===== src/or1200_pkg.sv =====
// SPR widths, group numbers, register indices, TTMR and PMR field positions, timer mode type
`default_nettype none

package or1200_pkg;

	//////////////////////////////////////////////////////////////////////
	// SPR bus geometry
	//////////////////////////////////////////////////////////////////////

	// Data and address widths of an SPR access
	localparam int SPR_DW = 32;
	localparam int SPR_AW = 16;

	// Group field sits in the top five address bits
	localparam int SPR_GROUP_MSB = 15;
	localparam int SPR_GROUP_LSB = 11;
	localparam int SPR_GROUP_W   = SPR_GROUP_MSB - SPR_GROUP_LSB + 1;

	// Register number inside a group
	localparam int SPR_REG_W = 11;

	//////////////////////////////////////////////////////////////////////
	// Groups and register numbers
	//////////////////////////////////////////////////////////////////////

	localparam logic [SPR_GROUP_W-1:0] GROUP_PM  = 5'd8;
	localparam logic [SPR_GROUP_W-1:0] GROUP_PIC = 5'd9;
	localparam logic [SPR_GROUP_W-1:0] GROUP_TT  = 5'd10;

	// PIC mask and status
	localparam logic [SPR_REG_W-1:0] PIC_REG_MR = 11'd0;
	localparam logic [SPR_REG_W-1:0] PIC_REG_SR = 11'd2;
	// Tick timer mode and count
	localparam logic [SPR_REG_W-1:0] TT_REG_MR = 11'd0;
	localparam logic [SPR_REG_W-1:0] TT_REG_CR = 11'd1;
	// Power management
	localparam logic [SPR_REG_W-1:0] PM_REG_MR = 11'd0;

	//////////////////////////////////////////////////////////////////////
	// Register fields
	//////////////////////////////////////////////////////////////////////

	// Interrupt lines into the PIC
	localparam int PIC_INTS = 20;

	// TTMR layout
	localparam int TT_TP_W     = 28;
	localparam int TTMR_TP_LSB = 0;
	localparam int TTMR_IP     = 28;
	localparam int TTMR_IE     = 29;
	localparam int TTMR_M_LSB  = 30;
	localparam int TTMR_M_MSB  = 31;

	// Timer modes as coded in TTMR[M]
	typedef enum logic [1:0] {
		TT_DISABLED = 2'b00,
		TT_RESTART  = 2'b01,
		TT_ONESHOT  = 2'b10,
		TT_CONT     = 2'b11
	} tt_mode_t;

	// PMR layout, slowdown factor then doze and sleep enables
	localparam int PM_SDF_W    = 4;
	localparam int PMR_SDF_LSB = 0;
	localparam int PMR_DME     = 4;
	localparam int PMR_SME     = 5;

endpackage

`default_nettype wire

===== src/spr_bus_if.sv =====
// SPR slave connection with master and slave modports
`timescale 1ns/1ps
`default_nettype none

interface spr_bus_if;
	import or1200_pkg::*;

	// Select, already decoded from the group field
	logic                 cs;
	logic                 we;
	// Register number within the group
	logic [SPR_REG_W-1:0] addr;
	logic [SPR_DW-1:0]    wdat;
	// Combinational read data of the slave
	logic [SPR_DW-1:0]    rdat;

	// Access unit side
	modport master (output cs, output we, output addr, output wdat, input rdat);

	// Register unit side
	modport slave (input cs, input we, input addr, input wdat, output rdat);

endinterface

`default_nettype wire


===== src/or1200_periph_top.sv =====
// Top level with SPR access port, PIC, tick timer and power management
`timescale 1ns/1ps
`default_nettype none

module or1200_periph_top (
	input  logic                            clk_i,
	input  logic                            reset_i,
	// Interrupt lines
	input  logic [or1200_pkg::PIC_INTS-1:0] pic_ints_i,
	// External SPR access port
	input  logic                            dbg_stb_i,
	input  logic                            dbg_we_i,
	input  logic [or1200_pkg::SPR_AW-1:0]   dbg_adr_i,
	input  logic [or1200_pkg::SPR_DW-1:0]   dbg_dat_i,
	output logic [or1200_pkg::SPR_DW-1:0]   dbg_dat_o,
	output logic                            dbg_ack_o,
	// Interrupt and tick to the core
	output logic                            intr_o,
	output logic                            tick_o,
	// Power management
	output logic [or1200_pkg::PM_SDF_W-1:0] pm_clksd_o,
	output logic                            pm_cpu_gate_o,
	output logic                            pm_lvolt_o,
	output logic                            pm_wakeup_o
);

	// PIC to PM
	logic pic_wakeup;

	// One bus per SPR unit
	spr_bus_if spr_pic ();
	spr_bus_if spr_tt ();
	spr_bus_if spr_pm ();

	//////////////////////////////////////////////////////////////////////
	// Access unit
	//////////////////////////////////////////////////////////////////////

	or1200_spr_access u_spr_access (
		.clk_i     (clk_i),
		.reset_i   (reset_i),
		.dbg_stb_i (dbg_stb_i),
		.dbg_we_i  (dbg_we_i),
		.dbg_adr_i (dbg_adr_i),
		.dbg_dat_i (dbg_dat_i),
		.dbg_dat_o (dbg_dat_o),
		.dbg_ack_o (dbg_ack_o),
		.spr_pic   (spr_pic.master),
		.spr_tt    (spr_tt.master),
		.spr_pm    (spr_pm.master)
	);

	//////////////////////////////////////////////////////////////////////
	// SPR units
	//////////////////////////////////////////////////////////////////////

	// Group 9
	or1200_pic u_pic (
		.clk_i        (clk_i),
		.reset_i      (reset_i),
		.spr          (spr_pic.slave),
		.pic_ints_i   (pic_ints_i),
		.intr_o       (intr_o),
		.pic_wakeup_o (pic_wakeup)
	);

	// Group 10
	or1200_tt u_tt (
		.clk_i   (clk_i),
		.reset_i (reset_i),
		.spr     (spr_tt.slave),
		.tick_o  (tick_o)
	);

	// Group 8
	or1200_pm u_pm (
		.clk_i         (clk_i),
		.reset_i       (reset_i),
		.spr           (spr_pm.slave),
		.pic_wakeup_i  (pic_wakeup),
		.pm_clksd_o    (pm_clksd_o),
		.pm_cpu_gate_o (pm_cpu_gate_o),
		.pm_lvolt_o    (pm_lvolt_o),
		.pm_wakeup_o   (pm_wakeup_o)
	);

endmodule

`default_nettype wire


===== src/or1200_pm.sv =====
// Power management register with clock slowdown, CPU gate, low voltage and wakeup outputs
`timescale 1ns/1ps
`default_nettype none

module or1200_pm (
	input  logic                            clk_i,
	input  logic                            reset_i,
	spr_bus_if.slave                        spr,
	input  logic                            pic_wakeup_i,
	output logic [or1200_pkg::PM_SDF_W-1:0] pm_clksd_o,
	output logic                            pm_cpu_gate_o,
	output logic                            pm_lvolt_o,
	output logic                            pm_wakeup_o
);
	import or1200_pkg::*;

	// SDF, DME and SME only
	logic [PMR_SME:0] pmr;
	logic             pmr_wr;

	assign pmr_wr = spr.cs && spr.we && (spr.addr == PM_REG_MR);

	//////////////////////////////////////////////////////////////////////
	// PMR
	//////////////////////////////////////////////////////////////////////

	always_ff @(posedge clk_i) begin
		if (reset_i) begin
			pmr <= '0;
		end else begin
			if (pmr_wr)
				pmr <= spr.wdat[PMR_SME:0];
			// Wakeup leaves doze and sleep, even over a write
			if (pic_wakeup_i) begin
				pmr[PMR_DME] <= 1'b0;
				pmr[PMR_SME] <= 1'b0;
			end
		end
	end

	// Control outputs straight from PMR
	assign pm_clksd_o    = pmr[PMR_SDF_LSB +: PM_SDF_W];
	assign pm_cpu_gate_o = pmr[PMR_DME] | pmr[PMR_SME];
	// Sleep also drops the core voltage
	assign pm_lvolt_o    = pmr[PMR_SME];
	assign pm_wakeup_o   = pic_wakeup_i;

	assign spr.rdat = (spr.addr == PM_REG_MR) ? {{(SPR_DW-PMR_SME-1){1'b0}}, pmr} : '0;

endmodule

`default_nettype wire


===== src/or1200_tt.sv =====
// Tick timer with TTMR, TTCR counter and tick interrupt
`timescale 1ns/1ps
`default_nettype none

module or1200_tt (
	input  logic     clk_i,
	input  logic     reset_i,
	spr_bus_if.slave spr,
	output logic     tick_o
);
	import or1200_pkg::*;

	logic [SPR_DW-1:0]  ttmr;
	logic [SPR_DW-1:0]  ttcr;
	logic [TT_TP_W-1:0] tp;
	tt_mode_t           mode;
	logic               ttmr_wr;
	logic               ttcr_wr;
	logic               match;
	logic               match_q;
	logic               hit;

	assign ttmr_wr = spr.cs && spr.we && (spr.addr == TT_REG_MR);
	assign ttcr_wr = spr.cs && spr.we && (spr.addr == TT_REG_CR);

	assign tp   = ttmr[TTMR_TP_LSB +: TT_TP_W];
	assign mode = tt_mode_t'(ttmr[TTMR_M_MSB:TTMR_M_LSB]);

	// Low bits of the counter against the period
	assign match = (ttcr[TT_TP_W-1:0] == tp);

	// First cycle of a match, so a held one-shot does not refire
	assign hit = match && !match_q && (mode != TT_DISABLED);

	//////////////////////////////////////////////////////////////////////
	// Mode register
	//////////////////////////////////////////////////////////////////////

	always_ff @(posedge clk_i) begin
		if (reset_i) begin
			ttmr    <= '0;
			match_q <= 1'b0;
		end else begin
			match_q <= match;
			if (ttmr_wr)
				ttmr <= spr.wdat;
			// IP sticks until written back to 0
			if (hit)
				ttmr[TTMR_IP] <= 1'b1;
		end
	end

	//////////////////////////////////////////////////////////////////////
	// Counter
	//////////////////////////////////////////////////////////////////////

	always_ff @(posedge clk_i) begin
		if (reset_i) begin
			ttcr <= '0;
		end else if (ttcr_wr) begin
			// Written value beats counting
			ttcr <= spr.wdat;
		end else begin
			case (mode)
				TT_RESTART: ttcr <= match ? '0 : ttcr + 1'b1;
				// Stop at TP
				TT_ONESHOT: ttcr <= match ? ttcr : ttcr + 1'b1;
				TT_CONT:    ttcr <= ttcr + 1'b1;
				default:    ttcr <= ttcr;
			endcase
		end
	end

	assign tick_o = ttmr[TTMR_IP] & ttmr[TTMR_IE];

	always_comb begin
		case (spr.addr)
			TT_REG_MR: spr.rdat = ttmr;
			TT_REG_CR: spr.rdat = ttcr;
			default:   spr.rdat = '0;
		endcase
	end

	// One-shot counter stays at TP once reached
	a_oneshot_hold: assert property (@(posedge clk_i) disable iff (reset_i)
		(mode == TT_ONESHOT && match && !ttcr_wr && !ttmr_wr) |=> (ttcr == $past(ttcr)));

endmodule

`default_nettype wire


===== src/or1200_pic.sv =====
// Programmable interrupt controller with PICMR, PICSR, interrupt and wakeup outputs
`timescale 1ns/1ps
`default_nettype none

module or1200_pic (
	input  logic                            clk_i,
	input  logic                            reset_i,
	spr_bus_if.slave                        spr,
	input  logic [or1200_pkg::PIC_INTS-1:0] pic_ints_i,
	output logic                            intr_o,
	output logic                            pic_wakeup_o
);
	import or1200_pkg::*;

	logic [PIC_INTS-1:0] picmr;
	logic [PIC_INTS-1:0] picsr;
	logic                mr_wr;
	logic                sr_wr;
	logic                pending;

	assign mr_wr = spr.cs && spr.we && (spr.addr == PIC_REG_MR);
	assign sr_wr = spr.cs && spr.we && (spr.addr == PIC_REG_SR);

	//////////////////////////////////////////////////////////////////////
	// Mask and status
	//////////////////////////////////////////////////////////////////////

	always_ff @(posedge clk_i) begin
		if (reset_i) begin
			picmr <= '0;
			picsr <= '0;
		end else begin
			if (mr_wr)
				picmr <= spr.wdat[PIC_INTS-1:0];
			// Active lines win over a write of 0
			if (sr_wr)
				picsr <= spr.wdat[PIC_INTS-1:0] | pic_ints_i;
			else
				picsr <= picsr | pic_ints_i;
		end
	end

	// Any unmasked pending bit
	assign pending      = |(picsr & picmr);
	assign intr_o       = pending;
	assign pic_wakeup_o = pending;

	// Read back, upper bits zero
	always_comb begin
		case (spr.addr)
			PIC_REG_MR: spr.rdat = {{(SPR_DW-PIC_INTS){1'b0}}, picmr};
			PIC_REG_SR: spr.rdat = {{(SPR_DW-PIC_INTS){1'b0}}, picsr};
			default:    spr.rdat = '0;
		endcase
	end

endmodule

`default_nettype wire


===== src/or1200_spr_access.sv =====
// External SPR access port with group decode, chip selects and read data return
`timescale 1ns/1ps
`default_nettype none

module or1200_spr_access (
	input  logic                          clk_i,
	input  logic                          reset_i,
	// External access port
	input  logic                          dbg_stb_i,
	input  logic                          dbg_we_i,
	input  logic [or1200_pkg::SPR_AW-1:0] dbg_adr_i,
	input  logic [or1200_pkg::SPR_DW-1:0] dbg_dat_i,
	output logic [or1200_pkg::SPR_DW-1:0] dbg_dat_o,
	output logic                          dbg_ack_o,
	// One connection per SPR unit
	spr_bus_if.master                     spr_pic,
	spr_bus_if.master                     spr_tt,
	spr_bus_if.master                     spr_pm
);
	import or1200_pkg::*;

	logic [SPR_GROUP_W-1:0] grp;
	logic                   start;
	logic                   req_q;
	logic                   we_q;
	logic [SPR_REG_W-1:0]   addr_q;
	logic [SPR_DW-1:0]      wdat_q;
	logic                   cs_pic_q;
	logic                   cs_tt_q;
	logic                   cs_pm_q;
	logic [SPR_DW-1:0]      rdat_sel;

	//////////////////////////////////////////////////////////////////////
	// Request phase
	//////////////////////////////////////////////////////////////////////

	assign grp = dbg_adr_i[SPR_GROUP_MSB:SPR_GROUP_LSB];

	// New strobe only when idle
	// Ack cycle blocks the strobe still held by the master
	assign start = dbg_stb_i && !req_q && !dbg_ack_o;

	always_ff @(posedge clk_i) begin
		if (reset_i) begin
			req_q    <= 1'b0;
			we_q     <= 1'b0;
			cs_pic_q <= 1'b0;
			cs_tt_q  <= 1'b0;
			cs_pm_q  <= 1'b0;
		end else begin
			req_q    <= start;
			we_q     <= start && dbg_we_i;
			// At most one select, none for unmapped groups
			cs_pic_q <= start && (grp == GROUP_PIC);
			cs_tt_q  <= start && (grp == GROUP_TT);
			cs_pm_q  <= start && (grp == GROUP_PM);
		end
	end

	// Register number and write data
	always_ff @(posedge clk_i) begin
		if (start) begin
			addr_q <= dbg_adr_i[SPR_REG_W-1:0];
			wdat_q <= dbg_dat_i;
		end
	end

	// Same request fans out to every unit, cs picks the one
	assign spr_pic.cs   = cs_pic_q;
	assign spr_pic.we   = we_q;
	assign spr_pic.addr = addr_q;
	assign spr_pic.wdat = wdat_q;
	assign spr_tt.cs    = cs_tt_q;
	assign spr_tt.we    = we_q;
	assign spr_tt.addr  = addr_q;
	assign spr_tt.wdat  = wdat_q;
	assign spr_pm.cs    = cs_pm_q;
	assign spr_pm.we    = we_q;
	assign spr_pm.addr  = addr_q;
	assign spr_pm.wdat  = wdat_q;

	//////////////////////////////////////////////////////////////////////
	// Response phase
	//////////////////////////////////////////////////////////////////////

	// Read data of the selected unit
	always_comb begin
		rdat_sel = '0;
		if (cs_pic_q) rdat_sel = spr_pic.rdat;
		if (cs_tt_q) rdat_sel = spr_tt.rdat;
		if (cs_pm_q) rdat_sel = spr_pm.rdat;
	end

	// Ack one cycle after the selects, zero data on writes
	always_ff @(posedge clk_i) begin
		if (reset_i) begin
			dbg_ack_o <= 1'b0;
			dbg_dat_o <= '0;
		end else begin
			dbg_ack_o <= req_q;
			dbg_dat_o <= (req_q && !we_q) ? rdat_sel : '0;
		end
	end

	// Never two units selected at the same time
	a_cs_onehot: assert property (@(posedge clk_i) disable iff (reset_i)
		$onehot0({spr_pic.cs, spr_tt.cs, spr_pm.cs}));

	// Ack is a single cycle pulse
	a_ack_pulse: assert property (@(posedge clk_i) disable iff (reset_i)
		dbg_ack_o |=> !dbg_ack_o);

endmodule

`default_nettype wire


===== config.mk =====
export PLATFORM = sky130hd
export DESIGN_NAME = or1200_periph_top
export DESIGN_NICKNAME = d
export VERILOG_FILES = /design/src/or1200_pkg.sv /design/src/spr_bus_if.sv /design/src/or1200_periph_top.sv /design/src/or1200_pm.sv /design/src/or1200_tt.sv /design/src/or1200_pic.sv /design/src/or1200_spr_access.sv
export SDC_FILE = /design/constraint.sdc
export NUM_CORES = 1
export LEC_CHECK = 0
export BUFFER_PORTS_ARGS = -buffer_cell sky130_fd_sc_hd__buf_2
export CAP_MARGIN = 20
export CORE_ASPECT_RATIO = 0.5
export CORE_MARGIN = 2
export CORE_UTILIZATION = 55
export DETAILED_ROUTE_END_ITERATION = 6
export GPL_ROUTABILITY_DRIVEN = 0
export GPL_TIMING_DRIVEN = 0
export PLACE_DENSITY = 0.73
export SLEW_MARGIN = 20
export SYNTH_ARGS = -nofsm -noshare
export SYNTH_HDL_FRONTEND = slang
export SYNTH_HIERARCHICAL = 1
export SYNTH_SLANG_ARGS = --single-unit

===== constraint.sdc =====
create_clock -name clk_i -period 6.6 [get_ports clk_i]
set_clock_uncertainty 0.1 [all_clocks]
set_input_delay 0.33 -clock clk_i [delete_from_list [all_inputs] [get_ports clk_i]]
set_output_delay 0.33 -clock clk_i [all_outputs]
set_load 0.005 [all_outputs]

==> results.json <==
{
  "fin_crit_sh_pct": 50.4,
  "drt-initial-drc-count": 881,
  "worst_pin_slew_ns": 1.07,
  "slowest_stage": "nor3_4",
  "grt_pass1_wl_um": 45700,
  "syn_avg_cell_area_um2": 8.90,
  "wire_per_inst_um": 17.9,
  "grt_pass1_vias": 8642,
  "cts_tree": "done",
  "met2WireLength_um": 13000,
  "yosysWarnings": 6,
  "cts-root-buf": "clkbuf_16",
  "drtPass1Iterations": 5,
  "min-delay-path-class": "in2reg",
  "clockBufferDepth": 2,
  "slew_viol_final": 0,
  "min_period_ns": 3.33,
  "fill_cells": 1546,
  "synthToLayoutAreaGrowth_pct": 20.1,
  "grt_antenna_before_repair": 0,
  "required_ns": 6.82,
  "crit_path_end_kind": "register",
  "setup-violations-final": 0,
  "wl_met3_um": 2520,
  "postLayoutCellArea_um2": 12400,
  "ir_drop_mv": 0.165,
  "fmax_ghz": 0.301,
  "io_pins": 114,
  "grt_use_total_pct": 30.0,
  "viasPerCell": 5.54,
  "final-instance-count-excl-fill": 1628,
  "max_slew_margin_pct": 28.5,
  "cpPeakStageDelay_ns": 0.63,
  "grt_max_degree": 19,
  "rsz0062_at_grt": "false",
  "highest_layer": "met4",
  "maxCapViolations": 0,
  "fp.dieH_um": 101,
  "worst_slack_ns": 3.27,
  "cts_resized": 0,
  "io_buffers": 113,
  "diodes": 0,
  "crit_chain": "buf_4, nor4_1, nand3_1, nor3_4, nor2_1, o21ai_2, buf_2, a21oi_1, a221o_2",
  "timing.hold.ws_ns": 0.0287,
  "path_buf_inv": 2,
  "p_leak_nw": 4.81,
  "drive_gt1_share_pct": 25.4,
  "die_w_um": 198,
  "post_dp_cell_area_um2": 11300,
  "syn_area_um2": 10300,
  "cpLargestDelayFamily": "simple AND/OR/NAND/NOR gates",
  "core_um2": 18400,
  "clk_pin_slew_ns": 0.08,
  "insertion_delay_ns": 0.44,
  "nets": 1451,
  "clkSinkCount": 192,
  "final_antenna_net_count": 0,
  "dpl.cell_count": 1551,
  "critPathMaxFanout": 10,
  "grt_overflow_total": 0,
  "place_ws_ns": 3.39,
  "row_count": 35,
  "p_per_area_nw_per_um2": 200,
  "m1WireLength_um": 13100,
  "start_util_pct": 56.0,
  "crit_type": "reg2reg",
  "drt_wl_total_um": 29100,
  "htreeDepth": 4,
  "critical_path_arrival_ns": 3.55,
  "cts_made_buffers": 17,
  "status": "finished clean",
  "hpwl_um": 21200,
  "vias": 9026,
  "cp-start-kind": "register",
  "setup_tns_ns": 0,
  "finalHoldViolations": 0,
  "die-area_um2": 19900,
  "remaining_drc_errors": 0,
  "synthCells": 1157
}
[registers in the layout, summed over array words and instances (netlist names), 6 cells and up]
register                   count
u_tt/ttmr                     32
u_pic/picmr                   20
u_spr_access/spr_pic.wdat     32
u_pic/picsr                   20
u_spr_access/dbg_dat_o        32
u_tt/ttcr                     32
u_pm/pmr                       6
u_spr_access/spr_pic.addr     11
[placed cells by master (no fill, tap or decap), types with 6 or more instances in the layout]
cell type      instances
nand2_1              195
dfxtp_1              149
buf_2                136
buf_4                116
a21oi_1               94
inv_1                 62
nor2_1                50
dlygate4sd3_1         45
edfxtp_1              43
clkbuf_1              41
conb_1                38
mux2i_1               38
nand3b_1              32
a221oi_2              30
xnor2_1               27
a22o_1                24
a31oi_1               23
nand3_1               21
clkbuf_16             17
a22oi_1               13
and2_1                13
nand4_1               12
or3_1                 10
nor3_1                10
nand2b_1              10
buf_6                  9
a21o_1                 9
or2_2                  8
xor2_1                 7
a221o_1                7
a221oi_1               6
nor4_1                 6
[worst min-delay path, cell delays in order]
cell	delay, ns
buf_2	0.07
inv_1	0.03
a31oi_1	0.10
[cell type report]
class | instances | area [um2] | area share, %
Inverter | 62 | 233 | 1.88
Clock buffer | 20 | 467 | 3.77
Timing Repair Buffer | 163 | 1060 | 8.55
Multi-Input combinational cell | 754 | 4730 | 38.2
Clock inverter | 12 | 110 | 0.890
Sequential cell | 192 | 4270 | 34.5
Buffer | 185 | 1200 | 9.73
Tap cell | 240 | 300 | 2.43
[path summary, 6_finish.rpt]
check	start	to	slack (ns)	cells past startpoint
worst max-delay path	u_spr_access/spr_pic.addr[1]	u_tt/ttcr[20]	3.27	9
worst min-delay path	pic_ints_i[15]	u_pic/picsr[15]	0.03	3
worst max register to register	u_spr_access/spr_pic.addr[1]	u_tt/ttcr[20]	3.27	9
worst min register to register	u_pic/picmr[16]	u_pic/picmr[16]	0.37	2
[metrics by stage]
stage          power (mW)  utilization [%]
3_5_place_dp         1.44             61.7
4_1_cts              2.48             67.3
6_report             2.47             67.3
2_1_floorplan        1.38                -
5_1_grt              2.54             67.3
3_3_place_gp         1.43             61.4
[power by group]
part | switching [mW] | leakage [nW] | internal [mW]
Clock | 0.501 | 0.286 | 0.530
Sequential | 0.0264 | 1.62 | 1.23
Combinational | 0.0839 | 2.90 | 0.0974
[routing by layer]
metal,GRT usage (%),vias up
met3,5.62,46
met5,0,-
met2,48.4,394
met1,41.5,4272
li1,-,4314
met4,8.56,0
[what timing repair did]
| item | CTS | global route |
|---|---|---|
| hold buffers | 45 | 0 |
| buffers inserted | 0 | 0 |
| hold endpoints to repair | 46 | 0 |
Note: power is estimated with default switching activity, not from simulation.
